`src/testCtlPkg.sv`:
```
// shared widths, types and constants for the test-control block
// imported with a wildcard in each module header

package testCtlPkg;

   // --------------------------------------------------
   // sizes
   // --------------------------------------------------
   localparam int memWords   = 256;
   localparam int lineWords  = 16;   // one 128-byte print line
   localparam int lineBytes  = 128;
   localparam int byteLanes  = 8;    // lanes per memory word
   localparam int laneBits   = 8;
   localparam int pcCmpBits  = 30;   // low PC bits that are compared
   localparam int stuckLimit = 500;

   // print terminators
   localparam logic [7:0] charNul = 8'h00;
   localparam logic [7:0] charLf  = 8'h0A;
   localparam logic [7:0] charCr  = 8'h0D;

   // lane masks
   localparam logic [7:0] wordMaskLo = 8'h0F;
   localparam logic [7:0] wordMaskHi = 8'hF0;
   localparam logic [7:0] fullMask   = 8'hFF;

   // --------------------------------------------------
   // types
   // --------------------------------------------------
   typedef logic [10:0] byteAddrT;
   typedef logic [7:0]  wordAddrT;
   typedef logic [63:0] dataT;
   typedef logic [7:0]  maskT;
   typedef logic [7:0]  charT;
   typedef logic [63:0] pcT;
   typedef logic [$clog2(stuckLimit + 1)-1:0] repeatCntT;

   typedef enum logic [1:0] {
      sizeByte,
      sizeHalf,
      sizeWord,
      sizeDouble
   } accessSizeT;

   typedef enum logic [1:0] {
      scanIdle,
      scanRead,    // issuing reads and draining
      scanDrain    // all reads issued
   } scanStateT;

endpackage

```
`src/printScanner.sv`:
```
// reads one 128-byte line from shared memory and streams its characters
// stops at NUL, LF or CR, or after the whole line; printDone marks the end

`timescale 1ns/1ps

module printScanner import testCtlPkg::*; (
   input  logic     dvtFlags,
   input  logic     pcFail,
   // print request
   input  logic     printStrobe,
   input  byteAddrT printAddr,
   output logic     charValid,
   output charT     charData,
   output logic     printDone,
   output logic     printBusy,
   // memory master, read only
   output logic     req,
   output wordAddrT wordAddr,
   input  logic     grant,
   input  logic     rdValid,
   input  dataT     rdData
);

   scanStateT  state;
   logic [3:0] lineQ;       // line index, address bits 10:7
   logic [3:0] issueCnt;    // words requested so far
   logic [1:0] inFlight;
   logic [1:0] qCount;
   logic       wrPtr;
   logic       rdPtr;
   dataT       wordQueue [2];
   dataT       curWord;     // word being drained, lane 0 at the bottom
   logic       curValid;
   logic [2:0] byteIdx;
   logic [6:0] charCnt;
   logic       fullDoneQ;

   logic start;
   logic isTerm;
   logic termHit;
   logic emit;
   logic lastChar;
   logic finish;
   logic issue;
   logic push;
   logic pop;

   assign start    = (state == scanIdle) && printStrobe;
   assign isTerm   = (curWord[7:0] == charNul) || (curWord[7:0] == charLf)
                     || (curWord[7:0] == charCr);
   assign termHit  = curValid && isTerm;
   assign emit     = curValid && !isTerm;
   assign lastChar = emit && (charCnt == 7'(lineBytes - 1));
   assign finish   = termHit || lastChar;
   assign issue    = req && grant;
   assign push     = rdValid && (state != scanIdle);   // late data dropped in idle
   assign pop      = (qCount != 2'd0) && !finish
                     && (!curValid || (emit && byteIdx == 3'd7));

   // queued plus outstanding never exceeds the two queue entries
   assign req      = (state == scanRead) && (({1'b0, qCount} + {1'b0, inFlight}) < 3'd2);
   assign wordAddr = {lineQ, issueCnt};

   // --------------------------------------------------
   // control
   // --------------------------------------------------
   always_ff @(posedge dvtFlags or posedge pcFail) begin
      if (pcFail) begin
         state     <= scanIdle;
         issueCnt  <= '0;
         inFlight  <= '0;
         qCount    <= '0;
         wrPtr     <= 1'b0;
         rdPtr     <= 1'b0;
         curValid  <= 1'b0;
         byteIdx   <= '0;
         charCnt   <= '0;
         fullDoneQ <= 1'b0;
      end else begin
         fullDoneQ <= lastChar;
         if (start) begin
            state    <= scanRead;
            issueCnt <= '0;
            inFlight <= '0;
            qCount   <= '0;
            wrPtr    <= 1'b0;
            rdPtr    <= 1'b0;
            charCnt  <= '0;
         end else if (finish) begin
            state    <= scanIdle;
            curValid <= 1'b0;
            qCount   <= '0;    // anything still queued is thrown away
         end else begin
            if (issue && issueCnt == 4'(lineWords - 1)) state <= scanDrain;
            if (issue) issueCnt <= issueCnt + 4'd1;
            inFlight <= inFlight + 2'(issue) - 2'(push);
            qCount   <= qCount + 2'(push) - 2'(pop);
            if (push) wrPtr <= ~wrPtr;
            if (pop) rdPtr <= ~rdPtr;
            if (pop) begin
               curValid <= 1'b1;
               byteIdx  <= '0;
            end else if (emit) begin
               byteIdx <= byteIdx + 3'd1;
               if (byteIdx == 3'd7) curValid <= 1'b0;
            end
            if (emit) charCnt <= charCnt + 7'd1;
         end
      end
   end

   // --------------------------------------------------
   // data path
   // --------------------------------------------------
   always_ff @(posedge dvtFlags) begin
      if (start) lineQ <= printAddr[10:7];
      if (push) wordQueue[wrPtr] <= rdData;
      if (pop) begin
         curWord <= wordQueue[rdPtr];
      end else if (emit) begin
         curWord <= curWord >> laneBits;   // next lane down
      end
   end

   assign charValid = emit;
   assign charData  = curWord[7:0];
   assign printBusy = (state != scanIdle);
   assign printDone = termHit || fullDoneQ;

endmodule

```
`config.mk`:
```
export PLATFORM = sky130hd
export DESIGN_NAME = printScanner
export DESIGN_NICKNAME = d
export VERILOG_FILES = /design/src/testCtlPkg.sv /design/src/printScanner.sv
export SDC_FILE = /design/constraint.sdc
export NUM_CORES = 1
export LEC_CHECK = 0
export BUFFER_PORTS_ARGS = -buffer_cell sky130_fd_sc_hd__buf_2
export CAP_MARGIN = 15
export CORE_MARGIN = 2
export CORE_UTILIZATION = 45
export CTS_CLUSTER_SIZE = 25
export DETAILED_ROUTE_END_ITERATION = 8
export GPL_ROUTABILITY_DRIVEN = 0
export HOLD_SLACK_MARGIN = 0.08
export PLACE_DENSITY = 0.7
export SLEW_MARGIN = 20
export SYNTH_ARGS = -nofsm -noshare
export SYNTH_HDL_FRONTEND = slang
export SYNTH_SLANG_ARGS = --single-unit
```
`constraint.sdc`:
```
create_clock -name dvtFlags -period 4.7 [get_ports dvtFlags]
set_clock_uncertainty 0.05 [all_clocks]
set_input_delay 1.41 -clock dvtFlags [delete_from_list [all_inputs] [get_ports dvtFlags]]
set_output_delay 1.41 -clock dvtFlags [all_outputs]
set_load 0.03 [all_outputs]
```
; Word-level counts from Yosys, hierarchy flattened
; Memories as Yosys holds them, arrays and structs flattened.
; Index checks and enable logic that the tools add are counted.
[classes]
add_sub_neg = 8
n_mul = 0
n_div = 0
n_lt_le_gt_ge = 1
eq_ne = 7
shifts = 0
mux = 29
bitwise_logic = 4
n_reduce_logical = 37
[op_table]
columns = cell, n
row1 = two-way mux 64 bit, 2
row2 = two-way mux 7 bit, 3
row3 = "equality test 8 x 4 -> 1 bit, second input constant", 2
row4 = two-way mux 2 bit, 7
row5 = nonzero test 2 bit, 7
row6 = two-way mux 1 bit, 12
row7 = two-way mux 4 bit, 3
row8 = logical AND 1 bit, 11
row9 = nonzero test 3 bit, 3
row10 = logical NOT 8 bit, 1
row11 = AND reduction 2 bit, 4
row12 = "adder 7 x 1 -> 7 bit, second input constant", 1
row13 = "equality test 7 bit, second input constant", 1
row14 = two-way mux 3 bit, 2
row15 = AND reduction 3 bit, 2
row16 = logical OR 1 bit, 5
row17 = adder 2 x 1 -> 2 bit, 2
row18 = "adder 4 x 1 -> 4 bit, second input constant", 1
row19 = "equality test 4 bit, second input constant", 1
row20 = NOT 1 bit, 4
row21 = subtractor 2 x 1 -> 2 bit, 2
row22 = adder 2 x 2 -> 3 bit, 1
row23 = "adder 3 x 1 -> 3 bit, second input constant", 1
row24 = "equality test 3 bit, second input constant", 1
row25 = 5 further kinds, 7
[word_totals]
register_bits = 92
latch_bits = 0
mem_bits_rw = 128
mem_bits_ro = 0
in_bits = 80
output_inout_bits = 20
wordCells = 99
memories = 1
[mem_list]
columns = name, words, width, read_ports, rd_ports_with_merged_regs, write_ports, line_no
row1 = wordQueue, 2, 64, 1, 0, 1, printScanner.sv:31  ; dataT wordQueue [2];

; Longest topological paths before layout
[depth]
ltp_word = 13
mapped_depth = 14
mapped_depth_nobuf = 12

; Worst setup path before layout
; No wires, ideal clock.
[synth_timing]
path_kind = flip-flop to flip-flop
from = reg curWord[3]
to = reg curWord[0], enable pin
setup_time_ns = 0.507
t_arrival_ns = 4.271
t_required_ns = 4.143
setup_slack_ns = -0.128
stages_incl_launch_ff = 5
path_buffers = 0
period_less_slack_ns = 4.828
cell_sequence = edfxtp_1 and4b_1 a21oi_1 nor2_1 a21oi_1
[synth_via]
elab_chain_len = 11
word_cells_on_any_way = 16
classes_between = 2 x eq/ne / 14 x reduce/logical
[synth_rtl]
columns = item, line_no
row1 = from (decl), printScanner.sv:32  ; dataT curWord;
row2 = from (signal assigned), printScanner.sv:119  ; curWord <= wordQueue[rdPtr];
row3 = from (signal assigned), printScanner.sv:121  ; curWord <= curWord >> laneBits;
row4 = equality test 8 x 4 -> 1 bit or logical NOT 8 bit (tied branches), printScanner.sv:49  ; assign isTerm = (curWord[7:0] == charNul) || (curWord[7:0] == charLf)
row5 = logical OR 1 bit, printScanner.sv:49
row6 = logical OR 1 bit *, printScanner.sv:50  ; || (curWord[7:0] == charCr);
row7 = logical NOT 1 bit, printScanner.sv:52  ; assign emit = curValid && !isTerm;
row8 = logical AND 1 bit, printScanner.sv:52
row9 = logical AND 1 bit, printScanner.sv:53  ; assign lastChar = emit && (charCnt == 7'(lineBytes - 1));
row10 = logical OR 1 bit, printScanner.sv:54  ; assign finish = termHit || lastChar;
row11 = logical NOT 1 bit, printScanner.sv:57  ; assign pop = (qCount != 2'd0) && !finish
row12 = logical AND 1 bit, printScanner.sv:57
row13 = logical AND 1 bit, printScanner.sv:58  ; && (!curValid || (emit && byteIdx == 3'd7));
row14 = nonzero test 2 bit (no line) *, -
; Every way passes the cells marked *; elsewhere a longest branch is shown, timed or not.
; A chain may end at the register's enable or synchronous reset.

; Worst setup path in the final report
[layout_timing]
from = reg qCount[0]
to = out req
[layout_via]
elab_chain_len = 3
[layout_rtl]
columns = item, line_no
row1 = from (decl), printScanner.sv:28  ; logic [1:0] qCount;
row2 = from (signal assigned), printScanner.sv:97  ; qCount <= qCount + 2'(push) - 2'(pop);
row3 = adder 2 x 2 -> 3 bit, printScanner.sv:61  ; assign req = (state == scanRead) && (({1'b0, qCount} + {1'b0, inFlight}) < 3'd2);
row4 = < comparator 3 x 2 -> 1 bit, printScanner.sv:61
row5 = logical AND 1 bit, printScanner.sv:61
row6 = to (decl), printScanner.sv:17  ; output logic req,
; Every way passes these cells.

==> flow_metrics.env <==
export IMPL_insertion_delay_ps=490
export IMPL_drt_wl_total_um=14930
export IMPL_setup_viol=0
export IMPL_ant_nets=0
export IMPL_synth_area_top_cells="edfxtp_1, mux2i_1, dfrtp_1"
export IMPL_drcViolationCount=0
export IMPL_yosys_area_top_type_share=0.6847
export IMPL_crit_chain="and2_1 -> fa_1 -> nor4b_1 -> buf_2"
export IMPL_drt_iter0_drc=232
export IMPL_maxCapViolCount=0
export IMPL_critPathKind="reg -> out"
export IMPL_powerDensity_nw_per_um2=694.9
export IMPL_cts_buffers=23
export IMPL_worstPathRequired_ps=3240
export IMPL_start_util=0.4595
export IMPL_hold_buffers=0
export IMPL_synthesis_area_um2=8596
export IMPL_grt_max_degree=66
export IMPL_vias_per_cell=5.242
export IMPL_yosysTopAreaCell="edfxtp_1"
export IMPL_slew_viol_final=0
export IMPL_synth_xor_area_frac=0.008151
export IMPL_grt_pass1_wl_um=23640
export IMPL_cp_slowest_cell="nor4b_1"
export IMPL_cts_sinks=220
export IMPL_postCtsSetupRepairBufs=0
export IMPL_synth_top_family_by_area="multiplexers"
export IMPL_yosysUniqueCellTypes=45
export IMPL_rr_startpoint="curWord[5]$_DFFE_PP_"
export IMPL_area_sequential_um2=6490
export IMPL_r2r_slack_ps=1230
export IMPL_wl_met3_um=718
export IMPL_synth_simple_area_share=0.06084
export IMPL_ys_seq_elements=220
export IMPL_cts_tree="built"
export IMPL_coreArea_um2=18710
export IMPL_multi_input_area_um2=1929
export IMPL_placed_cells=856
export IMPL_max_slew_margin_rel=0.3745
export IMPL_synth_adder_area_share=0.01397
export IMPL_max_stage_delay_ps=670
export IMPL_synthCells=553
export IMPL_crit_start="qCount[0]$_DFF_PP0_"
export IMPL_wl_per_cell_um=16.70
export IMPL_final_cell_count_no_fill=894
export IMPL_status="completed"
export IMPL_fillerInstances=1525
export IMPL_cp_max_fo=5
export IMPL_tightest_slew_ps=937.2
export IMPL_cts_path_max_buffers=3
export IMPL_synth_nets=642
export IMPL_grt_pass1_vias=4825
export IMPL_cp_arrival_ps=2540
export IMPL_startpoint_type="flip-flop"
export IMPL_grt_usage=0.1479
export IMPL_dieHeight_um=142.2
export IMPL_finalSetupTns_ps=0
export IMPL_ir_drop_mv=0.3730
export IMPL_grt_overflow_total=0
export IMPL_drive_gt1_frac=0.2167
export IMPL_syn_avg_cell_area_um2=15.54
export IMPL_dpl_cell_area_um2=9280
export IMPL_io_pins=100
export IMPL_clock_fmax_mhz=250.2
export IMPL_top_layer_used="met5"
export IMPL_hold_viol_final=0
export IMPL_dr_wl_met2_um=7463
export IMPL_h_tree_depth=1
export IMPL_path_clk_slew_ps=60
export IMPL_antennaDiodeCount=0
export IMPL_r2r_end="qCount[1]$_DFF_PP0_"
export IMPL_final_nets=737
export IMPL_synth_warnings=0
export IMPL_firstDrtPassIters=4
export IMPL_yosysSeqAreaShare=0.7546
export IMPL_die_area_um2=20220
export IMPL_place_hpwl_um=9480
export IMPL_period_share=0.8502
export IMPL_end_kind="output pin"
export IMPL_synthMuxAreaShare=0.07933
export IMPL_hp_class="reg -> reg"
export IMPL_cts_resized=0
export IMPL_period_needed_ps=3996
export IMPL_rsz0062_at_grt="no"
export IMPL_hold_ws_ps=471.9
export IMPL_wl_met1_um=6444
export IMPL_cts_root_buf="clkbuf_16"
export IMPL_final_area_um2=9992
export IMPL_area_growth_synth_to_final_pct=16.24
export IMPL_worstRegToRegCells=10
export IMPL_critPathCapture="req"
export IMPL_num_vias=4686
export IMPL_numPortBuffers=92
export IMPL_die_w_um=142.2
export IMPL_synth_compound_area_frac=0.05983
export IMPL_rows=50
export IMPL_leakage_nw=3.846
export IMPL_antenna_found_initial=1
## layer usage
metal,vias up,GRT usage
met5,-,0
met1,2290,0.1841
met3,30,0.03297
met4,2,0.04421
li1,2253,-
met2,111,0.2596
## through the flow
| stage | power, W | utilization | worst slack, ps |
|---|---|---|---|
| 2_1_floorplan | 0.004807 | - | 1039 |
| 4_1_cts | 0.007021 | 0.5331 | 728.9 |
| 5_1_grt | 0.007377 | 0.5342 | 655.3 |
| 3_5_place_dp | 0.005326 | 0.4961 | 1167 |
| 3_3_place_gp | 0.005221 | 0.4961 | 1268 |
| 6_report | 0.006943 | 0.5342 | 703.9 |
## cell usage after synthesis, drive strengths merged
| library cell | n |
|---|---|
| dfrtp | 24 |
| inv | 10 |
| o21ai | 8 |
| nand4 | 1 |
| mux2 | 1 |
| o21bai | 1 |
| or3 | 7 |
| and3 | 4 |
| o31ai | 1 |
| o21a | 2 |
| and4b | 1 |
| o311a | 1 |
| ha | 8 |
| mux2i | 67 |
| o22a | 1 |
| nor4b | 1 |
| and2 | 2 |
| a21oi | 66 |
| o2111ai | 1 |
| nand2 | 9 |
| a22o | 3 |
| xor2 | 4 |
| a31o | 1 |
| xnor2 | 4 |
| clkbuf | 13 |
| or4 | 2 |
| nor4 | 1 |
| a211oi | 3 |
| a21boi | 1 |
| nand3 | 6 |
| buf | 17 |
| fa | 1 |
| nor2 | 80 |
| nor3 | 3 |
| o211ai | 1 |
| edfxtp | 196 |
| clkinv | 1 |
## logic make-up (layout without fill, tap and decap cells)
group / count (synthesis) / after routing
xor gates and xnor gates: 8 / 8
adders and majority gates: 9 / 9
buffers and inverters: 41 / 148
and+or+nand+nor: 117 / 117
DFF: 220 / 220
AOI/OAI and AO/OA: 90 / 90
muxes: 68 / 68
## power breakdown
part | total (W) | internal (W) | switching (W) | leakage (nW)
clock network | 0.00168 | 0.00100 | 0.000678 | 0.344
registers | 0.00328 | 0.00297 | 0.000319 | 2.24
logic | 0.00198 | 0.000730 | 0.00125 | 1.26
total | 0.00694 | 0.00469 | 0.00225 | 3.85
## layout make-up
type                       count  share of cell area
tap                          234             0.02930
clock inverter                10             0.01014
sequential                   220              0.6495
multi-input combinational    292              0.1931
clock buffer                  27             0.05910
inverter                      11            0.004257
timing repair buffer         100             0.05460
## critical path: cells and delay by family, from the launching register on
| kind | cells | cell delay [ps] |
|---|---|---|
| buf+inv | 1 | 330 |
| fa+ha+maj | 1 | 430 |
| simple gates | 2 | 860 |
| flops | 1 | 420 |
## layout by cell type (no fill, tap or decap), types with 2 or more instances in the layout
cell type  Yosys  layout
inv_1          9       9
clkinv_1       1       3
and3_4         2       2
a211oi_1       2       2
edfxtp_1     196     196
a21oi_1       66      65
nor3_1         3       3
o21ai_0        6       6
buf_4          8       6
bufinv_16      0       2
xnor2_1        4       4
buf_12         0       2
clkinv_2       0       6
mux2i_1       67      67
clkbuf_1      13       4
clkbuf_16      0      23
nor2_1        80      79
nand3_1        6       6
or4_1          2       2
or3_1          7       7
and3_1         2       2
o21ai_1        2       2
ha_1           8       8
xor2_1         4       4
a22o_1         3       3
buf_2          7      92
dfrtp_1       24      23
nand2_1        9       9
## worst min-delay path by stage
stage	start	to	slack, ps	cells past startpoint
3_3_place_gp	byteIdx[1]$_DFFE_PP0P_	byteIdx[1]$_DFFE_PP0P_	440	1
6_report	byteIdx[1]$_DFFE_PP0P_	byteIdx[1]$_DFFE_PP0P_	470	1
5_1_grt	byteIdx[1]$_DFFE_PP0P_	byteIdx[1]$_DFFE_PP0P_	500	1
2_1_floorplan	byteIdx[1]$_DFFE_PP0P_	byteIdx[1]$_DFFE_PP0P_	430	1
3_5_place_dp	byteIdx[1]$_DFFE_PP0P_	byteIdx[1]$_DFFE_PP0P_	450	1
4_1_cts	byteIdx[1]$_DFFE_PP0P_	byteIdx[1]$_DFFE_PP0P_	470	1
## registers in the layout, indices dropped and copies added, names as in the netlist, 2 cells and up
signal and flops:
byteIdx 3, charCnt 7, curWord 64, inFlight 2, issueCnt 4, lineQ 4, qCount 2, state 2
wordQueue 128
Note: power is estimated with default switching activity, not from simulation.
