### src/testCtlPkg.sv
// shared widths, types and constants for the test-control block
// imported with a wildcard in each module header

package testCtlPkg;

   // --------------------------------------------------
   // sizes
   // --------------------------------------------------
   localparam int memWords   = 256;
   localparam int lineWords  = 16;   // one 128-byte print line
   localparam int lineBytes  = 128;
   localparam int byteLanes  = 8;    // lanes per memory word
   localparam int laneBits   = 8;
   localparam int pcCmpBits  = 30;   // low PC bits that are compared
   localparam int stuckLimit = 500;

   // print terminators
   localparam logic [7:0] charNul = 8'h00;
   localparam logic [7:0] charLf  = 8'h0A;
   localparam logic [7:0] charCr  = 8'h0D;

   // lane masks
   localparam logic [7:0] wordMaskLo = 8'h0F;
   localparam logic [7:0] wordMaskHi = 8'hF0;
   localparam logic [7:0] fullMask   = 8'hFF;

   // --------------------------------------------------
   // types
   // --------------------------------------------------
   typedef logic [10:0] byteAddrT;
   typedef logic [7:0]  wordAddrT;
   typedef logic [63:0] dataT;
   typedef logic [7:0]  maskT;
   typedef logic [7:0]  charT;
   typedef logic [63:0] pcT;
   typedef logic [$clog2(stuckLimit + 1)-1:0] repeatCntT;

   typedef enum logic [1:0] {
      sizeByte,
      sizeHalf,
      sizeWord,
      sizeDouble
   } accessSizeT;

   typedef enum logic [1:0] {
      scanIdle,
      scanRead,    // issuing reads and draining
      scanDrain    // all reads issued
   } scanStateT;

endpackage

### src/pcMonitor.sv
// watches the core PC trace for the pass and fail addresses and a stuck PC
// first decision latches both status bits

`timescale 1ns/1ps

module pcMonitor import testCtlPkg::*; (
   input  logic dvtFlags,
   input  logic pcFail,
   input  logic pcValid,
   input  pcT   curPc,
   input  pcT   passPc,
   input  pcT   failPc,
   output logic testPassed,
   output logic testFailed
);

   pcT        lastPc;
   repeatCntT repeatCnt;   // saturates at stuckLimit

   logic samePc;
   logic stuck;
   logic passHit;
   logic failHit;

   assign samePc  = (curPc == lastPc);
   // this repeat brings the count to the limit
   assign stuck   = pcValid && samePc && (repeatCnt >= repeatCntT'(stuckLimit - 1));
   assign passHit = pcValid && (curPc[pcCmpBits-1:0] == passPc[pcCmpBits-1:0]);
   assign failHit = (pcValid && (curPc[pcCmpBits-1:0] == failPc[pcCmpBits-1:0])) || stuck;

   // --------------------------------------------------
   // repeat tracking
   // --------------------------------------------------
   always_ff @(posedge dvtFlags or posedge pcFail) begin
      if (pcFail) begin
         lastPc    <= '0;
         repeatCnt <= '0;
      end else if (pcValid) begin
         lastPc <= curPc;
         if (!samePc) begin
            repeatCnt <= '0;
         end else if (repeatCnt != repeatCntT'(stuckLimit)) begin
            repeatCnt <= repeatCnt + 1'b1;
         end
      end
   end

   // --------------------------------------------------
   // sticky status
   // --------------------------------------------------
   always_ff @(posedge dvtFlags or posedge pcFail) begin
      if (pcFail) begin
         testPassed <= 1'b0;
         testFailed <= 1'b0;
      end else if (!testPassed && !testFailed) begin
         if (failHit) begin
            testFailed <= 1'b1;   // fail wins a tie
         end else if (passHit) begin
            testPassed <= 1'b1;
         end
      end
   end

endmodule

### config.mk
export PLATFORM = sky130hd
export DESIGN_NAME = pcMonitor
export DESIGN_NICKNAME = d
export VERILOG_FILES = /design/src/testCtlPkg.sv /design/src/pcMonitor.sv
export SDC_FILE = /design/constraint.sdc
export NUM_CORES = 1
export LEC_CHECK = 0
export BUFFER_PORTS_ARGS = -buffer_cell sky130_fd_sc_hd__buf_4
export CORE_AREA = 2 2 95 97
export CTS_BUF_LIST = sky130_fd_sc_hd__clkbuf_16
export CTS_CLUSTER_DIAMETER = 150
export DETAILED_ROUTE_END_ITERATION = 10
export DIE_AREA = 0 0 97 99
export PLACE_DENSITY = 0.85
export SKIP_CTS_REPAIR_TIMING = 1
export SLEW_MARGIN = 20
export SYNTH_ARGS = -nofsm -noshare
export SYNTH_HDL_FRONTEND = slang
export SYNTH_SLANG_ARGS = --single-unit
### constraint.sdc
create_clock -name dvtFlags -period 7.5 [get_ports dvtFlags]
set_input_delay 2.25 -clock dvtFlags [delete_from_list [all_inputs] [get_ports dvtFlags]]
set_output_delay 2.25 -clock dvtFlags [all_outputs]
set_load 0.005 [all_outputs]
Yosys cells after proc, flatten, opt, wreduce, memory -nomap -nowiden
Cells that the tools add are included.

operators by class
  add/subtract/negate cells = 1
  multipliers = 0
  divide/modulo/power cells = 0
  $lt $le $gt $ge = 1
  equality and inequality tests = 5
  shifts and indexed selects = 0
  mux-type cells = 2
  bitwise logic cells = 1
  reductions and logical operators = 11

operators with widths
  operator             number
  $eq 64x64->1         1
  $eq 30x30->1         2
  $mux 9               2
  $add 9x1->9 const B  1
  $ge 9x9->1 const B   1
  $ne 9x9->1 const B   1
  $logic_and 1x1->1    5
  $reduce_and 2->1     2
  $reduce_and 3->1     1
  $logic_not 1->1      2
  $ne 2x1->1 const B   1
  $logic_or 1x1->1     1
  $not 1->1            1

word-level totals
  register bits after elaboration = 75
  latch bits = 0
  bits in writable memories = 0
  memory bits (read-only) = 0
  output and inout bits = 2
  memories kept = 0

Depth between registers and ports, before layout
Gate-level depths: netlist (run 1).

  word-level depth = 6
  gate-level depth with buffers = 7
  gate-level depth less buffers = 7

Least setup slack after synthesis (run 1)
OpenSTA, ideal clock, no wires.

  path kind = input port to flip-flop
  from = in curPc[12]
  to = reg testPassed
  library setup time = 0.120 ns
  arrival = 3.595 ns
  data required time = 7.380 ns
  slack = 3.785 ns
  stages = 6
  path buffers = 0
  cell sequence = xor2_1 > nor4_1 > nand4_1 > nor4_4 > a21oi_1 > a41o_1

on the way
  word-level cells in the longest chain between the ends = 6
  elaborated cells on any way between the ends = 10
  classes of those cells = eq/ne (3); bitwise (1); reduce/logical (6)

RTL lines
  item                            line             text
  from (decl)                     pcMonitor.sv:10  input pcT curPc,
  $eq 64x64->1                    pcMonitor.sv:25  assign samePc = (curPc == lastPc);
  $logic_and 1x1->1 (2 in a row)  pcMonitor.sv:27  assign stuck = pcValid && samePc && (repeatCnt >= repeatCntT'(stuckLimit - 1));
  $logic_or 1x1->1                pcMonitor.sv:29  assign failHit = (pcValid && (curPc[pcCmpBits-1:0] == failPc[pcCmpBits-1:0])) || stuck;
  $not 1->1 (no line)             n/a
  $reduce_and 3->1 (no line) (*)  n/a
  to (signal assigned)            pcMonitor.sv:53  testPassed <= 1'b0;
  to (signal assigned)            pcMonitor.sv:59  testPassed <= 1'b1;
  to (decl)                       pcMonitor.sv:13  output logic testPassed,

Mark *: on every way between the ends. The rest lies on a longest branch, timed or not.
A chain may end at the register's enable or synchronous reset.

Final worst setup path (run 1)
  from = in curPc[19]
  to = reg testPassed

The elaborated chain is that of the path after synthesis.

==> results.sh, run 1 <==
export IMPL_clk_pin_slew_worst_paths_ns=0.06
export IMPL_period_share_pct=52.84
export IMPL_worst_setup_path_type="primary input to register"
export IMPL_start_util_pct=50.40
export IMPL_ys_flop_type="dfrtp_1"
export IMPL_clock_sinks=75
export IMPL_yosysTopAreaCell="dfrtp_1"
export IMPL_tightest_slew_ns=0.9422
export IMPL_synth_seq_cells=75
export IMPL_synth_top_area_share_pct=43.55
export IMPL_report_final_slew_viol_count=0
export IMPL_viasPerCell=5.343
export IMPL_insertion_delay_ns=0.33
export IMPL_diodes=0
export IMPL_grt_pass1_vias=3434
export IMPL_critPathBufInv=1
export IMPL_fmax_mhz=252.3
export IMPL_coreArea_um2=8551
export IMPL_die_h_um=99
export IMPL_ys_async_sr_fraction_pct=100.0
export IMPL_path_max_fanout=10
export IMPL_multi_input_area_um2=2380
export IMPL_drtAntennaViolNets=0
export IMPL_rr_worst_depth=6
export IMPL_synth_area_leaders="dfrtp_1 44%, xor2_1 19%, mux2_2 17%"
export IMPL_grt_max_degree=76
export IMPL_ys_seq_area_share_pct=43.55
export IMPL_cpMaxStageDelayCell="nor4_4"
export IMPL_finalHoldViolations=0
export IMPL_preCtsSetupSlack_ns=3.167
export IMPL_fp_dieW_um=97
export IMPL_cts_made_buffers=9
export IMPL_nets=693
export IMPL_cp_start_kind="primary input"
export IMPL_dr_pass1_iters=4
export IMPL_io_pins=197
export IMPL_yosys_top_cells_count="92 x xor2_1, 75 x dfrtp_1, 64 x mux2_2"
export IMPL_cp_end_kind="register"
export IMPL_fin_worst_skew_ns=0.004319
export IMPL_drive_above_1_share_pct=41.88
export IMPL_maxSlewHeadroom_pct=37.19
export IMPL_synth_edf_count=0
export IMPL_drc_errors=0
export IMPL_syn_nets=561
export IMPL_worstSetupPathDepth=7
export IMPL_outcome="complete, no violations"
export IMPL_antenna_found_initial=0
export IMPL_syn_area_per_cell_um2=11.84
export IMPL_syn_inst=364
export IMPL_netlist_area_um2=4309
export IMPL_cpLargestDelayFamily="simple AND/OR/NAND/NOR gates"
export IMPL_regArea_um2=1877
export IMPL_gp_congestion=0.8840
export IMPL_period_minus_slack_ns=3.963
export IMPL_wl_um=10470
export IMPL_htreeDepth=3
export IMPL_routedWlPerCell_um=17.24
export IMPL_setup_viol=0
export IMPL_utilization_pct=66.14
export IMPL_crit_arrival_ns=4.18
export IMPL_critical_path_max_stage_delay_ns=0.56
export IMPL_cts_tree="done"
export IMPL_hpwl_um=8146
export IMPL_first_iter_violations=116
export IMPL_io_buffers=128
export IMPL_holdWs_ns=0.5021
export IMPL_reg2reg_from="lastPc[41]"
export IMPL_area_growth_pct=31.24
export IMPL_ff2ff_setup_slack_ns=5.18
export IMPL_dieArea_um2=9603
export IMPL_fin_ws_ns=3.537
export IMPL_grt_ovfl_total=0
export IMPL_synth_warning_count=0
export IMPL_std_cell_rows=34
export IMPL_path_cells="buf_4, xor2_1, nor4_1, nand4_1, nor4_4, a21oi_1, a41o_1"
export IMPL_synth_most_common_cell="xor2_1"
export IMPL_ir_drop_v=0.0001230
export IMPL_grt_use_total_pct=22.79
export IMPL_cp_required_ns=7.72
export IMPL_fill_cells=668
export IMPL_hold_class="register to register"
export IMPL_clk_path_buf_depth=2
export IMPL_grt_pass1_wl_um=17150
export IMPL_cts_root_buffer="clkbuf_16"
export IMPL_startpoint="curPc[19]"
export IMPL_maxCapViolCount=0
export IMPL_num_vias=3243
export IMPL_rsz0062_at_grt="no"
export IMPL_yosysUniqueCellTypes=29
export IMPL_power_leakage_uw=0.002504
export IMPL_tns_ns=0
export IMPL_reg2reg_to="testPassed"
export IMPL_power_density_nw_per_um2=189.7
export IMPL_endpoint="testPassed"
## worst min path at each step
stage,from,end,slack (ns),cells after the start
finish,testPassed,testPassed,0.50,1
global route,testPassed,testPassed,0.52,1
CTS,testPassed,testPassed,0.51,1
detailed placement,testPassed,testPassed,0.49,1
global placement,testPassed,testPassed,0.48,1
floorplan,testPassed,testPassed,0.47,1
## state kept, by name (all words and copies together) (netlist names)
register    count
lastPc         64
testPassed      1
testFailed      1
repeatCnt       9
## stage by stage
step,instances,instance area [um^2],power (uW)
floorplan,364,4309,579.3
global placement,593,5383,668.4
detailed placement,593,5383,678.0
CTS,607,5655,1081
global route,607,5655,1118
finish,607,5655,1073
## cell type report
class	instances	share of cell area [%]
multi-input cells	275	42.08
flip-flops and latches	75	33.19
repair buffers	129	17.12
clock buffers	9	3.982
well taps	108	2.389
clock inverters	5	0.8407
inverters	6	0.3982
## layer usage
layer / part of all wire (%) / global-route usage [%] / up-vias / routed length, um
li1: - / - / 1542 / -
met1: 42 / 29.17 / 1600 / 4435
met2: 51 / 39.53 / 89 / 5346
met3: 4.9 / 3.759 / 12 / 510
met4: 1.7 / 7.692 / 0 / 173
met5: 0 / 0 / - / 0
## power by group
group | switching (uW) | total (uW) | internal [uW]
Sequential | 24.2 | 465 | 440
Combinational | 88.6 | 206 | 117
Clock | 152 | 402 | 250
Total | 265 | 1070 | 808
## cells by family (layout without fill, tap and decap cells)
logic type / after synthesis / count (layout) / synth area share, %
compound gates: 15 / 15 / 2.672
xor+xnor: 127 / 127 / 25.81
fa+ha+maj: 2 / 2 / 0.5806
buf+inv: 14 / 149 / 1.220
flops: 75 / 75 / 43.55
mux: 65 / 65 / 16.96
simple gates: 66 / 66 / 9.205
## cells in the final DEF, fill, tap and decap left out, drive strengths merged, types with 2 or more instances in the layout
cell type,netlist,final
buf,0,129
xor2,92,92
dfrtp,75,75
mux2,64,64
xnor2,35,35
nor4,25,25
nand4,15,15
clkbuf,8,9
nand2,7,7
inv,6,7
nand3,6,6
nor2,4,4
a21boi,4,4
nand2b,3,3
o22ai,3,3
clkinv,0,3
nor3,2,2
a21oi,2,2
ha,2,2
## worst register-to-register path, delay by kind of cell, from the launching register on
family | cells | cell delay (ns)
AND/OR/NAND/NOR | 3 | 1.25
XOR/XNOR | 1 | 0.16
AO/OA/AOI/OAI | 2 | 0.41
flip-flops | 1 | 0.38
(Power assumes the default switching activity.)
==> inputs of run 2 (changes only) <==
--- a/config.mk
+++ b/config.mk
@@ -5,13 +5,14 @@
 export SDC_FILE = /design/constraint.sdc
 export NUM_CORES = 1
 export LEC_CHECK = 0
+export ABC_AREA = 1
 export BUFFER_PORTS_ARGS = -buffer_cell sky130_fd_sc_hd__buf_4
-export CORE_AREA = 2 2 95 97
+export CORE_AREA = 2 2 108 110
 export CTS_BUF_LIST = sky130_fd_sc_hd__clkbuf_16
 export CTS_CLUSTER_DIAMETER = 150
 export DETAILED_ROUTE_END_ITERATION = 10
-export DIE_AREA = 0 0 97 99
-export PLACE_DENSITY = 0.85
+export DIE_AREA = 0 0 110 112
+export PLACE_DENSITY = 0.77
 export SKIP_CTS_REPAIR_TIMING = 1
 export SLEW_MARGIN = 20
 export SYNTH_ARGS = -nofsm -noshare
==> constraint.sdc (replaced) <==
create_clock -name dvtFlags -period 3.6 [get_ports dvtFlags]
set_input_delay 1.08 -clock dvtFlags [delete_from_list [all_inputs] [get_ports dvtFlags]]
set_output_delay 1.08 -clock dvtFlags [all_outputs]
set_load 0.005 [all_outputs]
==> results.sh, run 2 <==
export IMPL_final_cell_mix="285 x nand2_1, 132 x buf_4, 91 x inv_1, 75 x dfrtp_1, 64 x nor2_1"
export IMPL_netlist_area_um2=4923
export IMPL_regArea_um2=1877
export IMPL_reg2reg_to="testPassed"
export IMPL_rr_worst_depth=11
export IMPL_grt_pass1_wl_um=18620
export IMPL_num_vias=4529
export IMPL_ys_seq_area_share_pct=38.12
export IMPL_multi_input_area_um2=2572
export IMPL_p_total_uw=2349
export IMPL_endpoint="repeatCnt[7]"
export IMPL_maxSlewHeadroom_pct=51.41
export IMPL_synth_mux_area_share_pct=0
export IMPL_tightest_slew_ns=0.7280
export IMPL_drc_errors=0
export IMPL_insertion_delay_ns=0.33
export IMPL_synth_seq_cells=75
export IMPL_routedWlPerCell_um=10.78
export IMPL_synth_warning_count=0
export IMPL_grt_ovfl_total=0
export IMPL_cp_end_kind="register"
export IMPL_cp_start_kind="primary input"
export IMPL_grt_pass1_vias=4316
export IMPL_ir_drop_v=0.0002858
export IMPL_wl_um=10830
export IMPL_crit_arrival_ns=2.33
export IMPL_yosysTopAreaCell="dfrtp_1"
export IMPL_synth_area_leaders="dfrtp_1 38%, nand2_1 22%, xor2_1 7.1%"
export IMPL_rsz0062_at_grt="no"
export IMPL_dr_pass1_iters=4
export IMPL_syn_inst=728
export IMPL_diodes=0
export IMPL_setup_viol=0
export IMPL_placed_cells=989
export IMPL_first_iter_violations=176
export IMPL_path_max_fanout=27
export IMPL_antenna_found_initial=0
export IMPL_layout_cells_most_common="nand2_1"
export IMPL_largest_register_ffs=64
export IMPL_reg2reg_from="lastPc[11]"
export IMPL_ys_flop_type="dfrtp_1"
export IMPL_power_density_nw_per_um2=369.9
export IMPL_synth_edf_count=0
export IMPL_hpwl_um=8489
export IMPL_fp_dieW_um=110
export IMPL_coreArea_um2=11170
export IMPL_io_pins=197
export IMPL_drtAntennaViolNets=0
export IMPL_fin_worst_skew_ns=0.006071
export IMPL_clk_pin_slew_worst_paths_ns=0.06
export IMPL_synth_top_family_by_area="simple AND/OR/NAND/NOR gates"
export IMPL_period_share_pct=59.20
export IMPL_cts_root_buffer="clkbuf_16"
export IMPL_nets=1054
export IMPL_grt_use_total_pct=18.79
export IMPL_worst_setup_path_type="primary input to register"
export IMPL_ff2ff_setup_slack_ns=2.07
export IMPL_hold_class="register to register"
export IMPL_top_regs="lastPc x64, repeatCnt x9"
export IMPL_holdWs_ns=0.4908
export IMPL_yosysUniqueCellTypes=27
export IMPL_synth_top_area_share_pct=38.12
export IMPL_gp_congestion=0.8025
export IMPL_outcome="complete, no violations"
export IMPL_finalHoldViolations=0
export IMPL_htreeDepth=3
export IMPL_cp_required_ns=3.80
export IMPL_synth_fa_ha_area_share_pct=0.5083
export IMPL_yosys_top_cells_count="285 x nand2_1, 92 x inv_1, 75 x dfrtp_1"
export IMPL_cts_tree="done"
export IMPL_synth_most_common_cell="nand2_1"
export IMPL_fmax_mhz=469.2
export IMPL_io_buffers=128
export IMPL_report_final_slew_viol_count=0
export IMPL_grt_max_degree=53
export IMPL_dieArea_um2=12320
export IMPL_synth_xor_area_share_pct=11.74
export IMPL_synth_compound_area_share_pct=6.023
export IMPL_die_h_um=112
export IMPL_ys_async_sr_fraction_pct=100.0
export IMPL_period_minus_slack_ns=2.131
export IMPL_std_cell_rows=39
export IMPL_fill_cells=1047
export IMPL_yosys_area_share_simple_pct=33.98
export IMPL_syn_area_per_cell_um2=6.763
export IMPL_maxCapViolCount=0
export IMPL_tns_ns=0
export IMPL_cts_made_buffers=9
export IMPL_clock_sinks=75
export IMPL_drive_above_1_share_pct=22.27
export IMPL_utilization_pct=56.84
export IMPL_area_growth_pct=29.00
export IMPL_top_register="lastPc"
export IMPL_startpoint="pcValid"
export IMPL_viasPerCell=4.506
export IMPL_clk_path_buf_depth=2
export IMPL_syn_nets=925
export IMPL_start_util_pct=44.06
export IMPL_power_leakage_uw=0.003423
export IMPL_finalNonFillerCells=1005
## run 2: cell count changes in the layout (fill, tap and decap cells not counted), sizes merged, moves of 52 or more
cell / previous run / this run
inv: 7 / 109
mux2: 64 / 0
nand2: 7 / 286
nor2: 4 / 67
o21ai: 0 / 53
xor2: 92 / 40
## run 2: worst min path at each step
stage / start / end / slack [ns] / cells after the start
after global routing: lastPc[34] / lastPc[34] / 0.51 / 2
after CTS: lastPc[27] / lastPc[27] / 0.49 / 2
after floorplan: lastPc[11] / lastPc[11] / 0.46 / 2
after global placement: lastPc[34] / lastPc[34] / 0.47 / 2
after detailed placement: lastPc[11] / lastPc[11] / 0.48 / 2
final: lastPc[11] / lastPc[11] / 0.49 / 2
## run 2: where the power goes
part / total [uW] / leakage, uW / internal [uW] / switching [uW]
clock: 953 / 0.000149 / 604 / 349
combinational: 451 / 0.00235 / 217 / 234
sequential: 945 / 0.000920 / 909 / 36.3
total: 2350 / 0.00342 / 1730 / 620
## run 2: stage by stage
stage                     worst slack, ns  instance area [um^2]
after floorplan                    0.6100                  4923
after global placement              1.117                  6033
after detailed placement            1.119                  6033
after CTS                           1.478                  6351
after global routing                1.270                  6351
final                               1.469                  6351
## run 2: metal layers
metal	track usage [%]	vias to the layer above	share of wire, %
met1	24.21	1987	46
met2	32.39	90	48
met5	0	-	0
li1	-	2440	-
met4	5.401	0	1.6
met3	2.752	12	4.2
## run 2: critical path, cell delays in order
cell and delay, ns:
buf_4 0.21, inv_2 0.26, nor3_1 0.42, nand3_1 0.14
xor2_1 0.16, nor2_1 0.06
## run 2: logic make-up (layout without fill, tap and decap cells)
family / after synthesis / after routing
fa+ha+maj: 2 / 2
compound gates: 56 / 56
xor+xnor: 66 / 66
buf+inv: 124 / 258
flops: 75 / 75
simple gates: 405 / 405
## run 2: cell type report
class,count,area share (%)
clock buffers,9,3.546
clock inverters,7,1.458
inverters,110,6.521
well taps,143,2.817
flip-flops and latches,75,29.55
repair buffers,132,15.60
multi-input cells,529,40.50
==> inputs of run 3 (changes only) <==
==> constraint.sdc (replaced) <==
create_clock -name dvtFlags -period 1.9 [get_ports dvtFlags]
set_input_delay 0.57 -clock dvtFlags [delete_from_list [all_inputs] [get_ports dvtFlags]]
set_output_delay 0.57 -clock dvtFlags [all_outputs]
set_load 0.005 [all_outputs]
==> results.sh, run 3 (synthesis results as in run 2) <==
export IMPL_outcome="complete, no violations"
export IMPL_power_leakage_uw=0.003443
export IMPL_first_iter_violations=167
export IMPL_hpwl_um=8442
export IMPL_dpl_cell_area_um2=6098
export IMPL_cts_made_buffers=9
export IMPL_worst_setup_path_type="register to register"
export IMPL_coreArea_um2=11170
export IMPL_rr_worst_depth=9
export IMPL_start_util_pct=44.06
export IMPL_drc_errors=0
export IMPL_viasPerCell=4.500
export IMPL_report_final_slew_viol_count=0
export IMPL_grt_use_total_pct=18.56
export IMPL_grt_pass1_vias=4264
export IMPL_fp_dieW_um=110
export IMPL_io_buffers=128
export IMPL_finalHoldViolations=0
export IMPL_area_growth_pct=29.96
export IMPL_power_density_nw_per_um2=684.7
export IMPL_critPathBufInv=1
export IMPL_grt_pass1_wl_um=18280
export IMPL_cts_root_buffer="clkbuf_16"
export IMPL_crit_arrival_ns=1.85
export IMPL_diodes=0
export IMPL_nets=1059
export IMPL_ff2ff_setup_slack_ns=0.30
export IMPL_wl_um=10880
export IMPL_period_minus_slack_ns=1.600
export IMPL_reg2reg_to="repeatCnt[6]"
export IMPL_drive_above_1_share_pct=22.72
export IMPL_rsz0062_at_grt="no"
export IMPL_std_cell_rows=39
export IMPL_tightest_slew_ns=0.4644
export IMPL_reg2reg_from="lastPc[11]"
export IMPL_layout_cells_most_common="nand2_1"
export IMPL_setup_viol=0
export IMPL_num_vias=4545
export IMPL_gp_congestion=0.8442
export IMPL_path_cells="xor2_1, nor2_1, nand2_1, nor2_1, nand2_2, nor2_4, a21oi_4, buf_4, nor3b_2"
export IMPL_hold_class="primary input to asynchronous set/reset pin"
export IMPL_fin_worst_skew_ns=0.01134
export IMPL_maxSlewHeadroom_pct=68.80
export IMPL_io_pins=197
export IMPL_dieArea_um2=12320
export IMPL_largest_register_ffs=64
export IMPL_grt_ovfl_total=0
export IMPL_utilization_pct=57.26
export IMPL_holdWs_ns=0.2898
export IMPL_ir_drop_v=0.0005334
export IMPL_crit_top_cell="nor2_1"
export IMPL_regArea_um2=1877
export IMPL_fmax_mhz=625.2
export IMPL_path_max_fanout=4
export IMPL_fin_area_um2=6399
export IMPL_cpMaxStageDelayCell="dfrtp_1"
export IMPL_htreeDepth=3
export IMPL_dr_pass1_iters=4
export IMPL_top_register="lastPc"
export IMPL_insertion_delay_ns=0.34
export IMPL_grt_max_degree=78
export IMPL_period_share_pct=84.19
export IMPL_fill_cells=1073
export IMPL_clk_pin_slew_worst_paths_ns=0.06
export IMPL_multi_input_area_um2=2572
export IMPL_cpLargestDelayFamily="simple AND/OR/NAND/NOR gates"
export IMPL_cts_tree="done"
export IMPL_startpoint="lastPc[11]"
export IMPL_cp_required_ns=2.15
export IMPL_drtAntennaViolNets=0
export IMPL_cp_start_kind="register"
export IMPL_die_h_um=112
export IMPL_cp_end_kind="register"
export IMPL_antenna_found_initial=0
export IMPL_clock_sinks=75
export IMPL_final_cell_mix="285 x nand2_1, 135 x buf_4, 91 x inv_1, 75 x dfrtp_1, 64 x nor2_1"
export IMPL_maxCapViolCount=0
export IMPL_routedWlPerCell_um=10.78
export IMPL_top_regs="lastPc x64, repeatCnt x9"
export IMPL_critical_path_max_stage_delay_ns=0.39
export IMPL_clk_path_buf_depth=2
run 3: per-layer routing:
layer	track usage [%]	share of wire (%)
met5	0	0
met4	4.895	1.2
met3	3.923	4.1
met2	30.72	48
met1	24.48	47
run 3: worst max path at each step:
stage / endpoint / slack [ns] / cells after the start
3_5_place_dp: repeatCnt[6] / -0.003 / 12
5_1_grt: repeatCnt[2] / 0.17 / 11
3_3_place_gp: repeatCnt[6] / 0.03 / 11
4_1_cts: repeatCnt[6] / 0.29 / 9
2_1_floorplan: repeatCnt[7] / 0.37 / 6
6_report: repeatCnt[6] / 0.30 / 9
run 3: layout make-up:
type                            count  share of cell area [%]
Clock buffer                        9                   3.520
Clock inverter                      7                   1.173
Inverter                          110                   6.512
Multi-Input combinational cell    529                   40.20
Sequential cell                    75                   29.33
Tap cell                          143                   2.796
Timing Repair Buffer              137                   16.46
run 3: worst min-delay path, stage by stage:
cell        delay (ns)
buf_4             0.12
clkinvlp_4        0.08
buf_12            0.23
run 3: through the flow:
stage	TNS, ns	total power (uW)	std cells	setup slack [ns]
final	0	4381	1010	0.3004
after global routing	0	4640	1010	0.1673
after CTS	0	4430	1010	0.2925
after detailed placement	-0.002563	2699	994	-0.002563
after global placement	0	2675	994	0.03296
after floorplan	0	2307	728	0.3677
run 3: power breakdown:
group	total, uW	leakage (uW)	switching [uW]	internal (uW)
registers	1790	0.000920	69.1	1720
clock network	1720	0.000140	693	1020
logic	875	0.00238	450	424
